<file path="src/common/axi4s_pkg.sv">
// -------------------------------------------------------------------------
// Shared widths, mode encoding and beat layout for the AXI-S FIFO
// Field widths are fixed here; every stream port is sized from them
// All sideband fields are always carried, none are optional
// -------------------------------------------------------------------------

package axi4s_pkg;

    // -----------------------------------------------------------------------
    // Stream field widths
    // -----------------------------------------------------------------------
    // Data bus width in bytes
    localparam int DATA_BYTE_WID = 8;
    localparam int DATA_WID      = DATA_BYTE_WID * 8;

    // Sideband widths
    localparam int TID_WID   = 4;
    localparam int TDEST_WID = 4;
    localparam int TUSER_WID = 8;

    // -----------------------------------------------------------------------
    // Optimization mode
    // -----------------------------------------------------------------------
    // Timing mode registers the RAM read, latency mode reads it directly
    typedef enum logic {
        OPT_MODE_TIMING  = 1'b0,
        OPT_MODE_LATENCY = 1'b1
    } opt_mode_t;

    // -----------------------------------------------------------------------
    // Stored beat
    // -----------------------------------------------------------------------
    // One FIFO word holds every field of one transfer
    typedef struct packed {
        logic [DATA_WID-1:0]      tdata;
        logic [DATA_BYTE_WID-1:0] tkeep;
        logic                     tlast;
        logic [TID_WID-1:0]       tid;
        logic [TDEST_WID-1:0]     tdest;
        logic [TUSER_WID-1:0]     tuser;
    } axi4s_beat_t;

    // 64 + 8 + 1 + 4 + 4 + 8 bits
    localparam int BEAT_WID = $bits(axi4s_beat_t);

endpackage : axi4s_pkg

</file>
<file path="src/fifo/fifo_ctrl.sv">
// -------------------------------------------------------------------------
// Pointer and occupancy control for the synchronous FIFO
// DEPTH must be a power of two, 4 or more; pointers wrap on their own
// Total occupancy covers RAM, a read in flight and the output register
// -------------------------------------------------------------------------
`timescale 1ns/100ps

module fifo_ctrl
    import axi4s_pkg::*;
#(
    parameter int        DEPTH         = 32,
    parameter opt_mode_t FIFO_OPT_MODE = OPT_MODE_TIMING
) (
    input  logic                     aclk,
    input  logic                     rst_n,
    input  logic                     push_req,
    input  logic                     pop,
    input  logic                     ram_valid,
    input  logic                     out_room,
    output logic                     in_ready,
    output logic                     wr_en,
    output logic [$clog2(DEPTH)-1:0] wr_addr,
    output logic                     rd_en,
    output logic [$clog2(DEPTH)-1:0] rd_addr
);

    localparam int             AW      = $clog2(DEPTH);
    localparam logic [AW:0]    DEPTH_L = (AW+1)'(DEPTH);

    logic [AW-1:0] wr_ptr;
    logic [AW-1:0] rd_ptr;
    logic [AW:0]   ram_cnt;
    logic [AW:0]   total;
    logic          rd_inflight;
    logic          rd_block;

    // -----------------------------------------------------------------------
    // Handshake decode
    // -----------------------------------------------------------------------
    // Room is judged on the registered total, so ready rises a cycle after pop
    assign in_ready = (total < DEPTH_L);
    assign wr_en    = push_req && in_ready;

    // Timing mode waits for the pending read to land before the next one
    assign rd_block = (FIFO_OPT_MODE == OPT_MODE_TIMING) ? rd_inflight : 1'b0;
    assign rd_en    = (ram_cnt != '0) && out_room && !rd_block;

    assign wr_addr  = wr_ptr;
    assign rd_addr  = rd_ptr;

    // -----------------------------------------------------------------------
    // Pointers and counts
    // -----------------------------------------------------------------------
    always_ff @(posedge aclk or negedge rst_n) begin
        if (!rst_n) begin
            wr_ptr      <= '0;
            rd_ptr      <= '0;
            ram_cnt     <= '0;
            total       <= '0;
            rd_inflight <= 1'b0;
        end else begin
            if (wr_en) wr_ptr <= wr_ptr + 1'b1;
            if (rd_en) rd_ptr <= rd_ptr + 1'b1;

            // Beats resident in the RAM only
            case ({wr_en, rd_en})
                2'b10:   ram_cnt <= ram_cnt + 1'b1;
                2'b01:   ram_cnt <= ram_cnt - 1'b1;
                default: ram_cnt <= ram_cnt;
            endcase

            // Everything held anywhere in the subsystem
            case ({wr_en, pop})
                2'b10:   total <= total + 1'b1;
                2'b01:   total <= total - 1'b1;
                default: total <= total;
            endcase

            // Set by the read, cleared when the data reaches the output stage
            if (ram_valid)  rd_inflight <= 1'b0;
            else if (rd_en) rd_inflight <= 1'b1;
        end
    end

    // -----------------------------------------------------------------------
    // Checks
    // -----------------------------------------------------------------------
    // A write never lands on an unread RAM word
    a_no_wr_full : assert property (@(posedge aclk) disable iff (!rst_n)
        wr_en |-> (ram_cnt < DEPTH_L));

    a_total_bound : assert property (@(posedge aclk) disable iff (!rst_n)
        total <= DEPTH_L);

    // Output handshake needs a beat somewhere in the FIFO
    a_no_pop_empty : assert property (@(posedge aclk) disable iff (!rst_n)
        (total == '0) |-> !pop);

endmodule : fifo_ctrl

</file>
<file path="src/fifo/fifo_ram.sv">
// -------------------------------------------------------------------------
// Simple dual-port storage, one write and one read port
// Read data is registered when REG_READ is set, otherwise combinational
// No reset; contents are undefined until written
// -------------------------------------------------------------------------
`timescale 1ns/100ps

module fifo_ram #(
    parameter int  DEPTH    = 32,
    parameter type DATA_T   = logic [7:0],
    parameter bit  REG_READ = 1'b1
) (
    input  logic                     aclk,
    input  logic                     wr_en,
    input  logic [$clog2(DEPTH)-1:0] wr_addr,
    input  DATA_T                    wr_data,
    input  logic                     rd_en,
    input  logic [$clog2(DEPTH)-1:0] rd_addr,
    output DATA_T                    rd_data
);

    // Storage array
    DATA_T mem [DEPTH];

    // Write port
    always_ff @(posedge aclk) begin
        if (wr_en) mem[wr_addr] <= wr_data;
    end

    // Read port
    generate
        if (REG_READ) begin : g_reg_read
            // Data valid the cycle after rd_en
            always_ff @(posedge aclk) begin
                if (rd_en) rd_data <= mem[rd_addr];
            end
        end else begin : g_comb_read
            // Same-cycle read, caller qualifies with rd_en
            assign rd_data = mem[rd_addr];
        end
    endgenerate

endmodule : fifo_ram

</file>
<file path="src/fifo/axi4s_fifo_core.sv">
// -------------------------------------------------------------------------
// Word-based AXI-S FIFO core, single clock
// Not packet-aware; every beat passes through unchanged and in order
// Output stage is one register fed by the RAM read port
// -------------------------------------------------------------------------
`timescale 1ns/100ps

module axi4s_fifo_core
    import axi4s_pkg::*;
#(
    parameter int        DEPTH         = 32,
    parameter opt_mode_t FIFO_OPT_MODE = OPT_MODE_TIMING
) (
    input  logic                     aclk,
    input  logic                     rst_n,

    // AXI-S input side
    input  logic                     in_tvalid,
    output logic                     in_tready,
    input  logic [DATA_WID-1:0]      in_tdata,
    input  logic [DATA_BYTE_WID-1:0] in_tkeep,
    input  logic                     in_tlast,
    input  logic [TID_WID-1:0]       in_tid,
    input  logic [TDEST_WID-1:0]     in_tdest,
    input  logic [TUSER_WID-1:0]     in_tuser,

    // AXI-S output side
    output logic                     out_tvalid,
    input  logic                     out_tready,
    output logic [DATA_WID-1:0]      out_tdata,
    output logic [DATA_BYTE_WID-1:0] out_tkeep,
    output logic                     out_tlast,
    output logic [TID_WID-1:0]       out_tid,
    output logic [TDEST_WID-1:0]     out_tdest,
    output logic [TUSER_WID-1:0]     out_tuser
);

    localparam int AW = $clog2(DEPTH);

    axi4s_beat_t   in_beat;
    axi4s_beat_t   rd_data;
    axi4s_beat_t   out_beat;
    logic          out_valid;
    logic          out_room;
    logic          pop;
    logic          ram_valid;
    logic          rd_pend;
    logic          wr_en;
    logic          rd_en;
    logic [AW-1:0] wr_addr;
    logic [AW-1:0] rd_addr;

    // -----------------------------------------------------------------------
    // Beat packing
    // -----------------------------------------------------------------------
    assign in_beat.tdata = in_tdata;
    assign in_beat.tkeep = in_tkeep;
    assign in_beat.tlast = in_tlast;
    assign in_beat.tid   = in_tid;
    assign in_beat.tdest = in_tdest;
    assign in_beat.tuser = in_tuser;

    // -----------------------------------------------------------------------
    // Pointer control and storage
    // -----------------------------------------------------------------------
    fifo_ctrl #(
        .DEPTH         ( DEPTH ),
        .FIFO_OPT_MODE ( FIFO_OPT_MODE )
    ) i_fifo_ctrl (
        .aclk      ( aclk ),
        .rst_n     ( rst_n ),
        .push_req  ( in_tvalid ),
        .pop       ( pop ),
        .ram_valid ( ram_valid ),
        .out_room  ( out_room ),
        .in_ready  ( in_tready ),
        .wr_en     ( wr_en ),
        .wr_addr   ( wr_addr ),
        .rd_en     ( rd_en ),
        .rd_addr   ( rd_addr )
    );

    fifo_ram #(
        .DEPTH    ( DEPTH ),
        .DATA_T   ( axi4s_beat_t ),
        .REG_READ ( FIFO_OPT_MODE == OPT_MODE_TIMING )
    ) i_fifo_ram (
        .aclk    ( aclk ),
        .wr_en   ( wr_en ),
        .wr_addr ( wr_addr ),
        .wr_data ( in_beat ),
        .rd_en   ( rd_en ),
        .rd_addr ( rd_addr ),
        .rd_data ( rd_data )
    );

    // Read data lands one cycle late when the RAM output is registered
    always_ff @(posedge aclk or negedge rst_n) begin
        if (!rst_n) rd_pend <= 1'b0;
        else        rd_pend <= rd_en;
    end

    assign ram_valid = (FIFO_OPT_MODE == OPT_MODE_TIMING) ? rd_pend : rd_en;

    // -----------------------------------------------------------------------
    // Output register
    // -----------------------------------------------------------------------
    // Empty, or draining this cycle
    assign out_room = !out_valid || out_tready;
    assign pop      = out_valid && out_tready;

    always_ff @(posedge aclk or negedge rst_n) begin
        if (!rst_n)         out_valid <= 1'b0;
        else if (ram_valid) out_valid <= 1'b1;
        else if (pop)       out_valid <= 1'b0;
    end

    // Payload only, no reset
    always_ff @(posedge aclk) begin
        if (ram_valid) out_beat <= rd_data;
    end

    // Unpack
    assign out_tvalid = out_valid;
    assign out_tdata  = out_beat.tdata;
    assign out_tkeep  = out_beat.tkeep;
    assign out_tlast  = out_beat.tlast;
    assign out_tid    = out_beat.tid;
    assign out_tdest  = out_beat.tdest;
    assign out_tuser  = out_beat.tuser;

    // Stalled beat must hold until taken
    a_out_stable : assert property (@(posedge aclk) disable iff (!rst_n)
        (out_tvalid && !out_tready) |=> (out_tvalid && $stable(out_beat)));

endmodule : axi4s_fifo_core

</file>
<file path="src/hdl/axi4s_fifo_sync.sv">
// -------------------------------------------------------------------------
// Synchronous word-based AXI-S FIFO, top level
// Single clock aclk; not packet-aware, beats leave in arrival order
// DEPTH must be a power of two, 4 or more
// -------------------------------------------------------------------------
`timescale 1ns/100ps

module axi4s_fifo_sync
    import axi4s_pkg::*;
#(
    parameter int        DEPTH         = 32,
    parameter opt_mode_t FIFO_OPT_MODE = OPT_MODE_TIMING
) (
    input  logic                     aclk,
    input  logic                     rst_n,

    // Write side
    input  logic                     in_tvalid,
    output logic                     in_tready,
    input  logic [DATA_WID-1:0]      in_tdata,
    input  logic [DATA_BYTE_WID-1:0] in_tkeep,
    input  logic                     in_tlast,
    input  logic [TID_WID-1:0]       in_tid,
    input  logic [TDEST_WID-1:0]     in_tdest,
    input  logic [TUSER_WID-1:0]     in_tuser,

    // Read side
    output logic                     out_tvalid,
    input  logic                     out_tready,
    output logic [DATA_WID-1:0]      out_tdata,
    output logic [DATA_BYTE_WID-1:0] out_tkeep,
    output logic                     out_tlast,
    output logic [TID_WID-1:0]       out_tid,
    output logic [TDEST_WID-1:0]     out_tdest,
    output logic [TUSER_WID-1:0]     out_tuser
);

    // Core in single-clock configuration
    axi4s_fifo_core #(
        .DEPTH         ( DEPTH ),
        .FIFO_OPT_MODE ( FIFO_OPT_MODE )
    ) i_axi4s_fifo_core (
        .aclk       ( aclk ),
        .rst_n      ( rst_n ),
        .in_tvalid  ( in_tvalid ),
        .in_tready  ( in_tready ),
        .in_tdata   ( in_tdata ),
        .in_tkeep   ( in_tkeep ),
        .in_tlast   ( in_tlast ),
        .in_tid     ( in_tid ),
        .in_tdest   ( in_tdest ),
        .in_tuser   ( in_tuser ),
        .out_tvalid ( out_tvalid ),
        .out_tready ( out_tready ),
        .out_tdata  ( out_tdata ),
        .out_tkeep  ( out_tkeep ),
        .out_tlast  ( out_tlast ),
        .out_tid    ( out_tid ),
        .out_tdest  ( out_tdest ),
        .out_tuser  ( out_tuser )
    );

endmodule : axi4s_fifo_sync

</file>
<file path="config.mk">
export PLATFORM = sky130hd
export DESIGN_NAME = axi4s_fifo_sync
export DESIGN_NICKNAME = d
export VERILOG_FILES = /design/src/common/axi4s_pkg.sv /design/src/fifo/fifo_ctrl.sv /design/src/fifo/fifo_ram.sv /design/src/fifo/axi4s_fifo_core.sv /design/src/hdl/axi4s_fifo_sync.sv
export SDC_FILE = /design/constraint.sdc
export NUM_CORES = 2
export LEC_CHECK = 0
export ABC_CLOCK_PERIOD_IN_PS = 16800
export BUFFER_PORTS_ARGS = -buffer_cell sky130_fd_sc_hd__buf_2
export CORE_MARGIN = 4
export CORE_UTILIZATION = 60
export DETAILED_ROUTE_END_ITERATION = 10
export MAX_ROUTING_LAYER = met4
export PLACE_DENSITY = 0.77
export SLEW_MARGIN = 20
export SYNTH_ARGS = -nofsm -noshare
export SYNTH_HDL_FRONTEND = slang
export SYNTH_HIERARCHICAL = 1
export SYNTH_SLANG_ARGS = --single-unit
export TNS_END_PERCENT = 100
</file>
<file path="constraint.sdc">
create_clock -name aclk -period 16.8 [get_ports aclk]
set_input_delay 2.52 -clock aclk [delete_from_list [all_inputs] [get_ports aclk]]
set_output_delay 2.52 -clock aclk [all_outputs]
set_load 0.02 [all_outputs]
</file>
==> results by group <==
Worst setup path
  • R2R cell count: 7
  • Worst r2r dst: i_axi4s_fifo_core/i_fifo_ram/rd_data[18]
  • Reg-to-reg setup timing slack: 11.91 ns
  • CP arrival: 6.09 ns
  • CP Max Fanout: 42
  • WS Path Type: primary input to flip-flop
  • Critical Path Source Type: primary input
  • FF-to-FF Start: i_axi4s_fifo_core/i_fifo_ctrl/rd_addr[2]
  • Crit path capture type: flip-flop
  • WP data required: 17.32 ns

Placed design
  • Final GP Congestion: 0.8232
  • Half-perimeter wire length after placement: 149900 um
  • DP Area: approximately 120000 sq um
  • Port Buffers: around 180
  • Placed insts: slightly below 8000
  • Setup WS pre-CTS: around 10 ns

Synthesis
  • Register area share after synthesis: 0.7955
  • Yosys warnings: 6
  • Synthesized area: 115000 sq um
  • Synth Instances: between 5000 and 6000
  • Avg Inst Size Synth: 21.19 sq um
  • EDFF count, synth: 3026
  • Syn nets: 5534
  • Yosys reg bits: 3051
  • Ys flop type: edfxtp_1
  • Synth cell types: 58
  • Async S/R FF share, synth: 0.008194

Final layout
  • Fillcell total: between 10000 and 15000
  • Most frequent cells in the layout: edfxtp_1, mux2i_1, a22oi_1
  • Commonest non-fill, non-tap cell in the layout: edfxtp_1
  • Area Overhead vs Synth: 11.80%
  • Final design utilization: 0.6754
  • Fraction of layout cells with a size suffix above 1: 0.1927
  • Nets@finish: 5859
  • Layout Cells excl Fill: about 8500
  • Design area: approximately 130000 sq um

Floorplan
  • Die Wd: 445.8 um
  • IO Count: 184
  • # rows: 160
  • Die Ht: 445.8 um
  • Initial Utilization: 0.6041
  • Core Area: 190400 sq um
  • Area of the die: 198800 sq um

Timing
  • Final TNS setup: 0 ns
  • Worst-Margin Slew: 1.171 ns
  • Final setup fails: 0
  • RSZ-0062 raised after global routing: false
  • Worst Clk Skew: 0.06422 ns
  • Worst setup margin: approximately 11 ns
  • Fmax: 179.3 MHz
  • Count of final hold-check violations: 0
  • Max-slew violations: 0
  • Slew HR: 0.2192
  • Crit path time final: 5.577 ns
  • Period utilization: 0.3319

Worst hold path
  • Hold WC Path Type: flip-flop to flip-flop
  • Hold depth: 0
  • Min-Delay Endpoint: i_axi4s_fifo_core/out_tdata[6]
  • Min-Delay Startpoint: i_axi4s_fifo_core/i_fifo_ram/rd_data[31]

GRT
  • Initial antenna violation count: 9
  • Congestion Overflow GR: 0
  • Vias in the first global route: 57920
  • First-pass GRT wire length: 406600 um
  • Largest net degree at the start of global routing: 137
  • Total GRT Usage: 0.2935

Status
  • Status: finished clean

CTS
  • CTS Sinks: 3051
  • Clock latency on the worst-skew pair: between 0.9 and 1 ns
  • Post-CTS sizing: 0
  • CTS root buffer: clkbuf_16
  • CTS tree: done
  • CTS Buf Count: 307
  • Worst-path clk slew: 0.06 ns
  • Hold Buf Count CTS: 0
  • Post-CTS setup buffer count: 0
  • H-tree depth: 5
  • Clk buf depth: 4

Route
  • Drt wl/cell: approximately 33 um
  • Max layer used: met4
  • DR DRC count: 0
  • DR WL met2: 136900 um
  • Vias: about 58000
  • Avg Vias per Cell: between 6 and 7
  • DR WL met3: approximately 32000 um
  • DRT met1 WL: approximately 100000 um
  • Post-route ant nets: 0
  • Post-Route WL: between 200000 and 300000 um
  • Drt initial violations: 8914
  • TritonRoute pass-1 iters: 5

Flow run
  • Max cap viols: 0

Pwr
  • PD cells: 168.4 nW/um^2
  • Leakage: around 0.042 uW
  • VDD IR max: around 0.00014 V
## stage by stage
step           total power [uW]  hold slack [ns]
5_1_grt                   22370           0.4048
3_3_place_gp              15060           0.4035
2_1_floorplan             13290           0.4003
4_1_cts                   21700           0.3970
3_5_place_dp              15190           0.4045
6_report                  21660           0.3910
## cells in the mapped netlist (12+ instances only)
cell type / count / area, sq um
edfxtp_1: 3026 / 90870
mux2i_1: 710 / 7107
a22oi_1: 472 / 3543
mux4_2: 357 / 8040
nand3_1: 173 / 865.8
clkbuf_1: 135 / 506.7
buf_2: 105 / 525.5
a22o_1: 54 / 473.0
a31oi_1: 54 / 337.8
nor2_1: 44 / 165.2
nand4_1: 43 / 269.0
buf_4: 34 / 255.2
dfrtp_1: 25 / 625.6
nor2b_1: 23 / 143.9
nand2_1: 19 / 71.32
buf_6: 14 / 157.7
ha_1: 12 / 150.1
## power by group
part / switching (uW) / internal (uW)
combinational: 3600 / 2070
sequential: 284 / 9180
clock: 2720 / 3820
## state kept, by name, indices dropped and copies added (netlist names)
| signal | flops |
|---|---|
| i_axi4s_fifo_core/i_fifo_ram/rd_data | 89 |
| i_axi4s_fifo_core/out_tdata | 64 |
| i_axi4s_fifo_core/ram_valid | 1 |
| i_axi4s_fifo_core/out_tid | 4 |
| i_axi4s_fifo_core/i_fifo_ram/mem | 2848 |
| i_axi4s_fifo_core/i_fifo_ctrl/total | 6 |
| i_axi4s_fifo_core/i_fifo_ctrl/rd_block | 1 |
| i_axi4s_fifo_core/out_tvalid | 1 |
| i_axi4s_fifo_core/i_fifo_ctrl/rd_addr | 5 |
| i_axi4s_fifo_core/out_tkeep | 8 |
| i_axi4s_fifo_core/out_tuser | 8 |
| i_axi4s_fifo_core/i_fifo_ctrl/wr_addr | 5 |
| i_axi4s_fifo_core/out_tdest | 4 |
| i_axi4s_fifo_core/i_fifo_ctrl/ram_cnt | 6 |
| i_axi4s_fifo_core/out_tlast | 1 |
## area by class of cell
| class | instances | area (sq um) | area share |
|---|---|---|---|
| sequential | 3051 | 91510 | 0.7116 |
| multi-input combinational | 2069 | 22340 | 0.1737 |
| clock buffer | 381 | 8129 | 0.06322 |
| tap | 2511 | 3142 | 0.02443 |
| timing repair buffer | 316 | 2081 | 0.01618 |
| clock inverter | 139 | 1345 | 0.01046 |
| inverter | 7 | 26.28 | 0.0002043 |
| antenna | 6 | 15.01 | 0.0001168 |
## per-layer routing
layer | global-route usage | up-vias
met4 | 0.1076 | 0
met3 | 0.05281 | 588
met2 | 0.4507 | 3955
met5 | - | -
li1 | - | 23350
met1 | 0.4025 | 29860
## cell families (layout without fill, tap and decap cells)
logic type,Yosys count,after routing,synth area share
AO/OA/AOI/OAI,620,620,0.04028
XOR/XNOR,15,15,0.001142
adder cells (fa/ha/maj),14,14,0.001653
buffers and inverters,307,843,0.01320
flip-flops,3051,3051,0.7955
multiplexers,1072,1072,0.1322
other,0,6,0
AND/OR/NAND/NOR,348,348,0.01605
## critical path, stage by stage
cell	delay (ns)
buf_2	0.07
nor2b_1	0.15
buf_4	0.23
nand3_1	0.61
nor2_4	1.06
buf_4	0.82
buf_4	0.57
## worst max path at each step
stage,from,endpoint,slack [ns],cells past startpoint
after global placement,in_tvalid,i_axi4s_fifo_core/i_fifo_ram/mem[31][16],10.38,7
after floorplan,in_tvalid,i_axi4s_fifo_core/i_fifo_ram/mem[12][0],8.97,5
final,in_tvalid,i_axi4s_fifo_core/i_fifo_ram/mem[31][16],11.22,7
after detailed placement,in_tvalid,i_axi4s_fifo_core/i_fifo_ram/mem[13][51],10.40,7
after CTS,in_tvalid,i_axi4s_fifo_core/i_fifo_ram/mem[31][15],11.31,7
after global routing,in_tvalid,i_axi4s_fifo_core/i_fifo_ram/mem[9][64],11.15,7
No activity file was read; power rests on OpenSTA's default activity.
